===== config.mk =====
export PLATFORM = sky130hd
export DESIGN_NAME = ex_stage
export DESIGN_NICKNAME = d
export VERILOG_FILES = /design/src/source/ex_pkg.sv /design/src/source/ex_alu.sv /design/src/source/ex_branch_resolve.sv /design/src/source/ex_ma_reg.sv /design/src/source/ex_operand_select.sv /design/src/source/ex_stage.sv
export SDC_FILE = /design/constraint.sdc
export NUM_CORES = 1
export LEC_CHECK = 0
export ABC_AREA = 1
export BUFFER_PORTS_ARGS = -buffer_cell sky130_fd_sc_hd__buf_2
export CAP_MARGIN = 20
export CORE_MARGIN = 2
export CORE_UTILIZATION = 45
export CTS_BUF_LIST = sky130_fd_sc_hd__clkbuf_16
export DETAILED_ROUTE_END_ITERATION = 10
export GPL_TIMING_DRIVEN = 0
export HOLD_SLACK_MARGIN = 0.06
export PLACE_DENSITY = 0.77
export SYNTH_ARGS = -nofsm -noshare
export SYNTH_HDL_FRONTEND = slang
export SYNTH_HIERARCHICAL = 1
export SYNTH_SLANG_ARGS = --single-unit

===== constraint.sdc =====
create_clock -name clk -period 7.3 [get_ports clk]
set_clock_uncertainty 0.1 [all_clocks]
set_input_delay 1.095 -clock clk [delete_from_list [all_inputs] [get_ports clk]]
set_output_delay 1.095 -clock clk [all_outputs]
set_load 0.05 [all_outputs]

===== src/source/ex_pkg.sv =====
package ex_pkg;

        ////////////////////
        // Widths
        ////////////////////

        localparam int DATA_W     = 32;    // Data and PC
        localparam int REG_ADDR_W = 5;
        localparam int WB_CTRL_W  = 2;     // Writeback control bundle
        localparam int MA_CTRL_W  = 3;     // Memory access control bundle
        localparam int CC_W       = 4;

        // Flag positions in the condition code vector
        localparam int CC_N = 3;
        localparam int CC_Z = 2;
        localparam int CC_C = 1;
        localparam int CC_V = 0;

        ////////////////////
        // Encodings
        ////////////////////

        typedef enum logic [3:0] {
                ADD    = 4'd0,
                SUB    = 4'd1,
                AND    = 4'd2,
                OR     = 4'd3,
                XOR    = 4'd4,
                SLL    = 4'd5,
                SRL    = 4'd6,
                SRA    = 4'd7,
                SLT    = 4'd8,
                SLTU   = 4'd9,
                PASS_B = 4'd10     // Operand 2 straight through
        } alu_op_e;

        typedef enum logic [1:0] {
                REG = 2'd0,        // Register file value
                MEM = 2'd1,
                WB  = 2'd2,
                VWB = 2'd3         // Writeback, one cycle late
        } fwd_sel_e;

        typedef enum logic [1:0] {
                RS1  = 2'd0,
                PC   = 2'd1,
                ZERO = 2'd2
        } src1_sel_e;

        typedef enum logic [3:0] {
                ALWAYS = 4'd0,
                EQ     = 4'd1,
                NE     = 4'd2,
                LT     = 4'd3,
                GE     = 4'd4,
                LTU    = 4'd5,
                GEU    = 4'd6,
                NEVER  = 4'd7
        } cond_e;

endpackage


===== src/source/ex_alu.sv =====
module ex_alu #(
        parameter int DATA_W = ex_pkg::DATA_W
) (
        input  logic                    clk,
        input  logic                    i_arst_n,
        input  logic [DATA_W-1:0]       i_op1,
        input  logic [DATA_W-1:0]       i_op2,
        input  ex_pkg::alu_op_e         i_op,
        input  logic                    i_cc_we,
        input  logic                    i_valid,
        input  logic                    i_stall,
        output logic [DATA_W-1:0]       o_alu_rslt,
        output logic [ex_pkg::CC_W-1:0] o_ccodes
);

        localparam int SH_W = $clog2(DATA_W);

        logic                    sub_mode;
        logic [DATA_W-1:0]       op2_inv;
        logic [DATA_W:0]         sum;       // Extra bit is the carry out
        logic                    ovf;
        logic                    is_arith;
        logic [SH_W-1:0]         shamt;
        logic                    cc_upd;
        logic [ex_pkg::CC_W-1:0] cc_d;
        logic [ex_pkg::CC_W-1:0] cc_q;

        ////////////////////
        // Adder
        ////////////////////

        assign sub_mode = (i_op == ex_pkg::SUB) || (i_op == ex_pkg::SLT) ||
                          (i_op == ex_pkg::SLTU);
        assign op2_inv  = sub_mode ? ~i_op2 : i_op2;
        assign sum      = {1'b0, i_op1} + {1'b0, op2_inv} + {{DATA_W{1'b0}}, sub_mode};
        assign ovf      = (i_op1[DATA_W-1] == op2_inv[DATA_W-1]) &&
                          (sum[DATA_W-1] != i_op1[DATA_W-1]);
        assign shamt    = i_op2[SH_W-1:0];

        always_comb begin
                case (i_op)
                        ex_pkg::ADD,
                        ex_pkg::SUB:    o_alu_rslt = sum[DATA_W-1:0];
                        ex_pkg::AND:    o_alu_rslt = i_op1 & i_op2;
                        ex_pkg::OR:     o_alu_rslt = i_op1 | i_op2;
                        ex_pkg::XOR:    o_alu_rslt = i_op1 ^ i_op2;
                        ex_pkg::SLL:    o_alu_rslt = i_op1 << shamt;
                        ex_pkg::SRL:    o_alu_rslt = i_op1 >> shamt;
                        ex_pkg::SRA:    o_alu_rslt = $signed(i_op1) >>> shamt;
                        ex_pkg::SLT:    o_alu_rslt = {{(DATA_W-1){1'b0}}, sum[DATA_W-1] ^ ovf};
                        ex_pkg::SLTU:   o_alu_rslt = {{(DATA_W-1){1'b0}}, ~sum[DATA_W]};
                        ex_pkg::PASS_B: o_alu_rslt = i_op2;
                        default:        o_alu_rslt = '0;
                endcase
        end

        ////////////////////
        // Condition codes
        ////////////////////

        assign is_arith = (i_op == ex_pkg::ADD) || (i_op == ex_pkg::SUB);
        assign cc_upd   = i_cc_we && i_valid && !i_stall;   // Bubbles and held slots keep flags

        always_comb begin
                cc_d             = '0;
                cc_d[ex_pkg::CC_N] = o_alu_rslt[DATA_W-1];
                cc_d[ex_pkg::CC_Z] = (o_alu_rslt == '0);
                cc_d[ex_pkg::CC_C] = is_arith & sum[DATA_W];   // Set means no borrow on SUB
                cc_d[ex_pkg::CC_V] = is_arith & ovf;
        end

        always_ff @(posedge clk or negedge i_arst_n) begin
                if (!i_arst_n) begin
                        cc_q <= '0;
                end else if (cc_upd) begin
                        cc_q <= cc_d;
                end
        end

        assign o_ccodes = cc_q;

        // No flag write from an undefined opcode
        a_op_legal: assert property (@(posedge clk) disable iff (!i_arst_n)
                cc_upd |-> (i_op <= ex_pkg::PASS_B));

endmodule


===== src/source/ex_branch_resolve.sv =====
module ex_branch_resolve #(
        parameter int DATA_W = ex_pkg::DATA_W
) (
        input  logic                    clk,
        input  logic                    i_arst_n,
        input  logic                    i_valid,
        input  logic                    i_jump,
        input  logic                    i_branch,
        input  ex_pkg::cond_e           i_cond,
        input  logic [ex_pkg::CC_W-1:0] i_ccodes,
        input  logic [DATA_W-1:0]       i_pc,
        input  logic [DATA_W-1:0]       i_target,
        input  logic                    i_target_from_alu,
        input  logic [DATA_W-1:0]       i_alu_rslt,
        input  logic [DATA_W-1:0]       i_ppc,
        output logic                    o_taken,
        output logic [DATA_W-1:0]       o_new_pc,
        output logic                    o_mispredict
);

        logic              n_f, z_f, c_f, v_f;
        logic              cond_ok;
        logic [DATA_W-1:0] target;

        assign n_f = i_ccodes[ex_pkg::CC_N];
        assign z_f = i_ccodes[ex_pkg::CC_Z];
        assign c_f = i_ccodes[ex_pkg::CC_C];
        assign v_f = i_ccodes[ex_pkg::CC_V];

        // Flags come from the register, not this cycle's ALU result
        always_comb begin
                case (i_cond)
                        ex_pkg::ALWAYS: cond_ok = 1'b1;
                        ex_pkg::EQ:     cond_ok = z_f;
                        ex_pkg::NE:     cond_ok = !z_f;
                        ex_pkg::LT:     cond_ok = n_f != v_f;
                        ex_pkg::GE:     cond_ok = n_f == v_f;
                        ex_pkg::LTU:    cond_ok = !c_f;
                        ex_pkg::GEU:    cond_ok = c_f;
                        default:        cond_ok = 1'b0;     // NEVER
                endcase
        end

        assign target       = i_target_from_alu ? i_alu_rslt : i_target;  // Register-indirect jumps
        assign o_taken      = i_jump || (i_branch && cond_ok);
        assign o_new_pc     = o_taken ? target : i_pc + DATA_W'(4);
        assign o_mispredict = i_valid && (o_new_pc != i_ppc);

        a_jmp_bxx_excl: assert property (@(posedge clk) disable iff (!i_arst_n)
                i_valid |-> !(i_jump && i_branch));

endmodule


===== src/source/ex_ma_reg.sv =====
module ex_ma_reg #(
        parameter int DATA_W     = ex_pkg::DATA_W,
        parameter int REG_ADDR_W = ex_pkg::REG_ADDR_W
) (
        input  logic                         clk,
        input  logic                         i_arst_n,
        input  logic                         i_stall,
        input  logic                         i_flush,
        input  logic                         i_valid,
        input  logic [ex_pkg::WB_CTRL_W-1:0] i_wb_ctrl,
        input  logic [ex_pkg::MA_CTRL_W-1:0] i_ma_ctrl,
        input  logic [DATA_W-1:0]            i_alu_rslt,
        input  logic [DATA_W-1:0]            i_store_data,
        input  logic [DATA_W-1:0]            i_pc,
        input  logic [REG_ADDR_W-1:0]        i_rd_addr,
        output logic                         o_exma_valid,
        output logic [ex_pkg::WB_CTRL_W-1:0] o_exma_wb_ctrl,
        output logic [ex_pkg::MA_CTRL_W-1:0] o_exma_ma_ctrl,
        output logic [DATA_W-1:0]            o_exma_alu_rslt,
        output logic [DATA_W-1:0]            o_exma_store_data,
        output logic [DATA_W-1:0]            o_exma_pc,
        output logic [REG_ADDR_W-1:0]        o_exma_rd_addr
);

        ////////////////////
        // Control fields
        ////////////////////

        always_ff @(posedge clk or negedge i_arst_n) begin
                if (!i_arst_n) begin
                        o_exma_valid   <= 1'b0;
                        o_exma_wb_ctrl <= '0;
                        o_exma_ma_ctrl <= '0;
                end else if (i_flush) begin     // Wins over stall
                        o_exma_valid   <= 1'b0;
                        o_exma_wb_ctrl <= '0;
                        o_exma_ma_ctrl <= '0;
                end else if (!i_stall) begin
                        o_exma_valid   <= i_valid;
                        o_exma_wb_ctrl <= i_wb_ctrl;
                        o_exma_ma_ctrl <= i_ma_ctrl;
                end
        end

        // Payload, meaningless while valid is low
        always_ff @(posedge clk) begin
                if (!i_stall) begin
                        o_exma_alu_rslt   <= i_alu_rslt;
                        o_exma_store_data <= i_store_data;
                        o_exma_pc         <= i_pc;
                        o_exma_rd_addr    <= i_rd_addr;
                end
        end

        a_stall_hold: assert property (@(posedge clk) disable iff (!i_arst_n)
                (i_stall && !i_flush) |=> $stable(o_exma_valid));

endmodule


===== src/source/ex_operand_select.sv =====
module ex_operand_select #(
        parameter int DATA_W = ex_pkg::DATA_W
) (
        input  logic [DATA_W-1:0]  i_rs1,
        input  logic [DATA_W-1:0]  i_rs2,
        input  logic [DATA_W-1:0]  i_data_mem,
        input  logic [DATA_W-1:0]  i_data_wb,
        input  logic [DATA_W-1:0]  i_data_vwb,
        input  logic [DATA_W-1:0]  i_imm,
        input  logic [DATA_W-1:0]  i_pc,
        input  ex_pkg::fwd_sel_e   i_fwd1,
        input  ex_pkg::fwd_sel_e   i_fwd2,
        input  ex_pkg::src1_sel_e  i_src1,
        input  logic               i_src2_imm,
        output logic [DATA_W-1:0]  o_op1,
        output logic [DATA_W-1:0]  o_op2,
        output logic [DATA_W-1:0]  o_store_data
);

        logic [DATA_W-1:0] rs1_fwd;
        logic [DATA_W-1:0] rs2_fwd;

        // Bypass mux shared by both operands
        function automatic logic [DATA_W-1:0] fwd_pick(input ex_pkg::fwd_sel_e sel,
                                                       input logic [DATA_W-1:0] reg_val);
                case (sel)
                        ex_pkg::MEM: fwd_pick = i_data_mem;
                        ex_pkg::WB:  fwd_pick = i_data_wb;
                        ex_pkg::VWB: fwd_pick = i_data_vwb;
                        default:     fwd_pick = reg_val;
                endcase
        endfunction

        assign rs1_fwd = fwd_pick(i_fwd1, i_rs1);
        assign rs2_fwd = fwd_pick(i_fwd2, i_rs2);

        always_comb begin
                case (i_src1)
                        ex_pkg::RS1: o_op1 = rs1_fwd;
                        ex_pkg::PC:  o_op1 = i_pc;      // PC-relative targets
                        default:     o_op1 = '0;
                endcase
        end

        assign o_op2        = i_src2_imm ? i_imm : rs2_fwd;
        assign o_store_data = rs2_fwd;    // Stores always take rs2, even with an immediate

endmodule


===== src/source/ex_stage.sv =====
module ex_stage #(
        parameter int DATA_W     = ex_pkg::DATA_W,
        parameter int REG_ADDR_W = ex_pkg::REG_ADDR_W
) (
        input  logic                         clk,
        input  logic                         i_arst_n,
        // Operands and forwarding
        input  logic [DATA_W-1:0]            i_rs1,
        input  logic [DATA_W-1:0]            i_rs2,
        input  logic [DATA_W-1:0]            i_data_mem,
        input  logic [DATA_W-1:0]            i_data_wb,
        input  logic [DATA_W-1:0]            i_data_vwb,
        input  logic [DATA_W-1:0]            i_imm,
        input  logic [DATA_W-1:0]            i_pc,
        input  ex_pkg::fwd_sel_e             i_fwd1,
        input  ex_pkg::fwd_sel_e             i_fwd2,
        input  ex_pkg::src1_sel_e            i_src1,
        input  logic                         i_src2_imm,
        // ALU control
        input  ex_pkg::alu_op_e              i_alu_op,
        input  logic                         i_cc_we,
        // Branch unit
        input  logic                         i_jump,
        input  logic                         i_branch,
        input  ex_pkg::cond_e                i_cond,
        input  logic [DATA_W-1:0]            i_target,
        input  logic                         i_target_from_alu,
        input  logic [DATA_W-1:0]            i_ppc,
        // Pipeline control and pass-through fields
        input  logic                         i_valid,
        input  logic                         i_stall,
        input  logic                         i_flush,
        input  logic [REG_ADDR_W-1:0]        i_rd_addr,
        input  logic [ex_pkg::WB_CTRL_W-1:0] i_wb_ctrl,
        input  logic [ex_pkg::MA_CTRL_W-1:0] i_ma_ctrl,
        output logic [DATA_W-1:0]            o_alu_rslt,
        output logic [ex_pkg::CC_W-1:0]      o_ccodes,
        output logic [DATA_W-1:0]            o_new_pc,
        output logic                         o_taken,
        output logic                         o_mispredict,
        // EX/MA register
        output logic                         o_exma_valid,
        output logic [ex_pkg::WB_CTRL_W-1:0] o_exma_wb_ctrl,
        output logic [ex_pkg::MA_CTRL_W-1:0] o_exma_ma_ctrl,
        output logic [DATA_W-1:0]            o_exma_alu_rslt,
        output logic [DATA_W-1:0]            o_exma_store_data,
        output logic [DATA_W-1:0]            o_exma_pc,
        output logic [REG_ADDR_W-1:0]        o_exma_rd_addr
);

        logic [DATA_W-1:0] op1;
        logic [DATA_W-1:0] op2;
        logic [DATA_W-1:0] store_data;

        ex_operand_select #(.DATA_W(DATA_W)) opsel_i (
                .i_rs1(i_rs1), .i_rs2(i_rs2), .i_data_mem(i_data_mem),
                .i_data_wb(i_data_wb), .i_data_vwb(i_data_vwb), .i_imm(i_imm),
                .i_pc(i_pc), .i_fwd1(i_fwd1), .i_fwd2(i_fwd2), .i_src1(i_src1),
                .i_src2_imm(i_src2_imm), .o_op1(op1), .o_op2(op2),
                .o_store_data(store_data)
        );

        ex_alu #(.DATA_W(DATA_W)) alu_i (
                .clk(clk), .i_arst_n(i_arst_n), .i_op1(op1), .i_op2(op2),
                .i_op(i_alu_op), .i_cc_we(i_cc_we), .i_valid(i_valid),
                .i_stall(i_stall), .o_alu_rslt(o_alu_rslt), .o_ccodes(o_ccodes)
        );

        ex_branch_resolve #(.DATA_W(DATA_W)) br_i (
                .clk(clk), .i_arst_n(i_arst_n), .i_valid(i_valid), .i_jump(i_jump),
                .i_branch(i_branch), .i_cond(i_cond), .i_ccodes(o_ccodes), .i_pc(i_pc),
                .i_target(i_target), .i_target_from_alu(i_target_from_alu),
                .i_alu_rslt(o_alu_rslt), .i_ppc(i_ppc), .o_taken(o_taken),
                .o_new_pc(o_new_pc), .o_mispredict(o_mispredict)
        );

        ex_ma_reg #(.DATA_W(DATA_W), .REG_ADDR_W(REG_ADDR_W)) exma_i (
                .clk(clk), .i_arst_n(i_arst_n), .i_stall(i_stall), .i_flush(i_flush),
                .i_valid(i_valid), .i_wb_ctrl(i_wb_ctrl), .i_ma_ctrl(i_ma_ctrl),
                .i_alu_rslt(o_alu_rslt), .i_store_data(store_data), .i_pc(i_pc),
                .i_rd_addr(i_rd_addr), .o_exma_valid(o_exma_valid),
                .o_exma_wb_ctrl(o_exma_wb_ctrl), .o_exma_ma_ctrl(o_exma_ma_ctrl),
                .o_exma_alu_rslt(o_exma_alu_rslt), .o_exma_store_data(o_exma_store_data),
                .o_exma_pc(o_exma_pc), .o_exma_rd_addr(o_exma_rd_addr)
        );

endmodule


==> impl_summary.log <==
[metrics] largest fanout of any net on the critical path: 19
[metrics] total routed wirelength: 95,700 µm
[metrics] count of flip-flops with a built-in enable after synthesis: between 100 and 150
[metrics] average instance area after synthesis: 5.76 µm²
[metrics] area fraction in and, or, nand and nor cells after synthesis: 49.0%
[metrics] worst voltage drop across the vdd grid: roughly 0.16 mV
[metrics] CTS tree: done
[metrics] Boundary Pins: approximately 500
[metrics] normalized max-slew margin: just over 20%
[metrics] Distinct cells, synth: 56
[metrics] Synthesis Warnings: 6
[metrics] reg-to-reg setup timing slack: approximately 6.5 ns
[metrics] Compound-Gate Fraction of Synth Area: 11.5%
[metrics] number of global-route vias before repair: 21,943
[metrics] number of nets produced by synthesis: around 3,500
[metrics] total power after layout: ~3.5 mW
[metrics] largest family of logic cells by synthesized area: simple AND/OR/NAND/NOR gates
[metrics] final RePlAce weighted congestion: roughly 1.1
[metrics] later-pin clock latency in the skew report: 0.38 ns
[metrics] fraction of layout cells with a size suffix above 1: 21.2%
[metrics] critical path start-end classification: in -> out
[metrics] first-pass GRT wire length: 138,000 µm
[metrics] Critical Path Slowest Stage Cell: ha_1
[metrics] most common cell type on the critical path: nand2_1
[metrics] outcome: complete, no violations
[metrics] Max Cap Viol: 0
[metrics] initial antenna violation count: 7
[metrics] WP data required: slightly above 6 ns
[metrics] total count of hold-check failures in the final report: 0
[metrics] final-stage net count: roughly 4,000
[metrics] transition at the pin with the smallest max-transition slack: 1.17 ns
[metrics] post-route antenna net violation count: 0
[metrics] total overflow reported by the global router: 0
[metrics] summed instance area of the synthesized netlist: 0.0176 mm²
[metrics] Die Y: about 200 µm
[metrics] Max Freq: ~140 MHz
[metrics] buffer type at the clock tree root: clkbuf_16
[metrics] number of I/O port buffers: 494
[metrics] class of the most critical hold timing path: reg -> reg
[metrics] post-route cell area: 0.0214 mm²
[metrics] fraction of the cycle the final worst path needs: around 97%
[metrics] cell depth of the worst flop-to-flop path: 1
[metrics] vias: approximately 24,000
[metrics] final setup violation count: 0
[metrics] Die Outline Area: approximately 0.041 mm²
[metrics] async set-or-reset flop fraction in the synthesized netlist: 9.01%
[metrics] starting density of the core: ~46%
[metrics] vias per std cell: approximately 6
[metrics] leakage power figure: about 12 nW
[metrics] Clock Path Buffers: 2
[metrics] multiplexer fraction of the synthesized cell area: less than 1%
[metrics] buffering stage count on the worst path with inverters included: 9
[metrics] Setup crit start kind: primary input
[metrics] maximum number of pins on one net before global-route repair: slightly above 70
[metrics] Core Footprint: about 0.039 mm²
[metrics] first-pass detailed-route iteration total: 8
[metrics] total routing resource utilization after global routing: 45.5%
[metrics] worst hold start: exma_i/o_exma_ma_ctrl[1]
[metrics] area share of the leading cell type in the synthesized netlist: between 20 and 25%
[metrics] placed wire-length estimate: 78,700 µm
[metrics] critical path's top delay family: simple AND/OR/NAND/NOR gates
[metrics] TritonCTS Buffers: 9
[metrics] overall die width: ~200 µm
[metrics] power per standard cell area: around 160 mW/mm²
[metrics] largest area contributor in the synthesized netlist: nand2_1
[metrics] maximum single-stage delay on the critical path: around 0.37 ns
[metrics] final routed DRC violation total: 0
[metrics] arrival time of the worst setup path: between 5 and 6 ns
[metrics] clock-pin slew of the registers on the worst-case setup and hold paths: about 0.07 ns
[metrics] Final Slew Violations: 0
[metrics] primary flip-flop cell chosen by synthesis mapping: edfxtp_1
[metrics] Total Neg Setup Slack: 0 ns
[metrics] hold path endpoint: exma_i/o_exma_ma_ctrl[1]
[metrics] number of core rows: 72
[metrics] launching point of the worst reg2reg path: alu_i/o_ccodes[0]
[metrics] H-tree depth reported by CTS: 3
[metrics] Synth Area in Adders: under 10%
[metrics] kind of capture point of the worst setup path: output pin
[metrics] Seq cells post-synth: between 100 and 150
[metrics] fin crit period: approximately 7.1 ns
[metrics] total number of clock tree sinks: between 100 and 150
[metrics] area overhead of the layout relative to synthesis: 21.5%
[metrics] ranking of synthesized cells by area: nand2_1, edfxtp_1, nand3_1
[metrics] placed inst area: slightly above 0.02 mm²
[metrics] post-synthesis xor/xnor area fraction: between 1.5 and 2%
[metrics] cell depth of the worst min-delay path: 2
[metrics] average routed wire per standard cell: between 20 and 25 µm
[metrics] worst reg2reg endpoint: alu_i/o_ccodes[0]
[metrics] cell count after synthesis: slightly above 3,000
[metrics] DRC marker count from the first detailed-route iteration: between 3,000 and 4,000
[metrics] sequential-to-total area share from yosys stat: about a fifth
[metrics by stage]
stage          hold WS, ns  setup WS, ns  utilization [%]  instances
2_1_floorplan        0.679         0.127                -       3055
3_3_place_gp         0.387        -0.862             53.6       4067
4_1_cts              0.415        0.0184             54.6       4080
5_1_grt              0.431      -0.00872             55.3       4096
3_5_place_dp         0.397        -0.840             53.7       4068
6_report             0.409         0.232             55.3       4096
[state kept, by name, summed over array words and instances, names as in the netlist]
signal	cells
exma_i/o_exma_ma_ctrl	3
exma_i/o_exma_store_data	32
exma_i/o_exma_pc	32
exma_i/o_exma_rd_addr	5
exma_i/o_exma_alu_rslt	32
alu_i/o_ccodes	4
exma_i/o_exma_valid	1
exma_i/o_exma_wb_ctrl	2
[worst min-delay path, delay by kind of cell, from the launching register on]
kind             cells  cell delay (ns)
DFF                  1             0.34
and+or+nand+nor      2             0.13
[area by class of cell]
class / count / area, µm²
fill: 4192 / 17300
multi-input combinational: 2485 / 12500
sequential: 111 / 3280
timing repair buffer: 511 / 2620
inverter: 322 / 1220
buffer: 130 / 783
tap: 518 / 648
clock buffer: 9 / 225
clock inverter: 7 / 80.1
antenna: 3 / 7.51
[layout by cell type (no fill, tap or decap), types with 10 or more instances in the layout]
| master | synthesis | final |
|---|---|---|
| nand2_1 | 1146 | 1139 |
| buf_2 | 63 | 550 |
| nand3_1 | 472 | 462 |
| inv_1 | 301 | 298 |
| nor2_1 | 192 | 181 |
| a21oi_1 | 109 | 104 |
| edfxtp_1 | 101 | 101 |
| o21ai_0 | 103 | 99 |
| ha_1 | 99 | 98 |
| and2_1 | 40 | 40 |
| nand2_2 | 30 | 35 |
| o21bai_1 | 34 | 34 |
| xor2_1 | 34 | 33 |
| nand4_1 | 32 | 32 |
| buf_4 | 16 | 31 |
| nand3b_1 | 29 | 29 |
| o21ai_1 | 23 | 26 |
| nor2_2 | 14 | 24 |
| clkbuf_1 | 30 | 23 |
| buf_6 | 16 | 20 |
| inv_2 | 19 | 19 |
| o22ai_1 | 15 | 15 |
| o211ai_1 | 14 | 14 |
| nand3_2 | 5 | 14 |
| dfrtp_1 | 10 | 10 |
[worst max path at each step]
stage                 from      endpoint  slack, ns  cells past startpoint
6_report         i_fwd2[0]  o_mispredict       0.23                     37
5_1_grt        i_alu_op[3]  o_mispredict     -0.009                     28
4_1_cts          i_fwd2[0]  o_mispredict       0.02                     37
3_5_place_dp    i_src2_imm  o_mispredict      -0.84                     36
3_3_place_gp    i_src2_imm  o_mispredict      -0.86                     36
2_1_floorplan    i_fwd2[0]  o_mispredict       0.13                     36
[per-layer routing]
layer	share of wire [%]	routed length [µm]	up-vias	GRT usage, %
li1	-	-	11015	-
met1	36	34500	10753	54.7
met2	43	41000	1755	71.1
met3	13	12600	432	12.9
met4	8.0	7660	8	30.1
met5	0.046	44	-	0
[power breakdown]
group	leakage (nW)	switching, mW	total (mW)	internal, mW
registers	1.12	0.0173	0.787	0.770
clock network	0.143	0.296	0.539	0.243
logic	10.4	1.61	2.17	0.558
[logic make-up after synthesis]
family | after synthesis
flops | 111
compound gates | 345
fa+ha+maj | 100
buf+inv | 459
simple gates | 1992
mux | 9
xor+xnor | 39
[repair_timing]
item	4_1_cts	5_1_grt
hold buffers	0	0
pin swaps	0	8
buffers inserted	0	16
gates resized for setup	15	64
setup endpoints to repair	15	1
[Yosys cell counts (34+ instances only)]
cell type	count
nor2_1	192
o21ai_0	103
xor2_1	34
a21oi_1	109
ha_1	99
and2_1	40
nand3_1	472
buf_2	63
nand2_1	1146
o21bai_1	34
inv_1	301
edfxtp_1	101
Power figures use the tool's default switching activity.
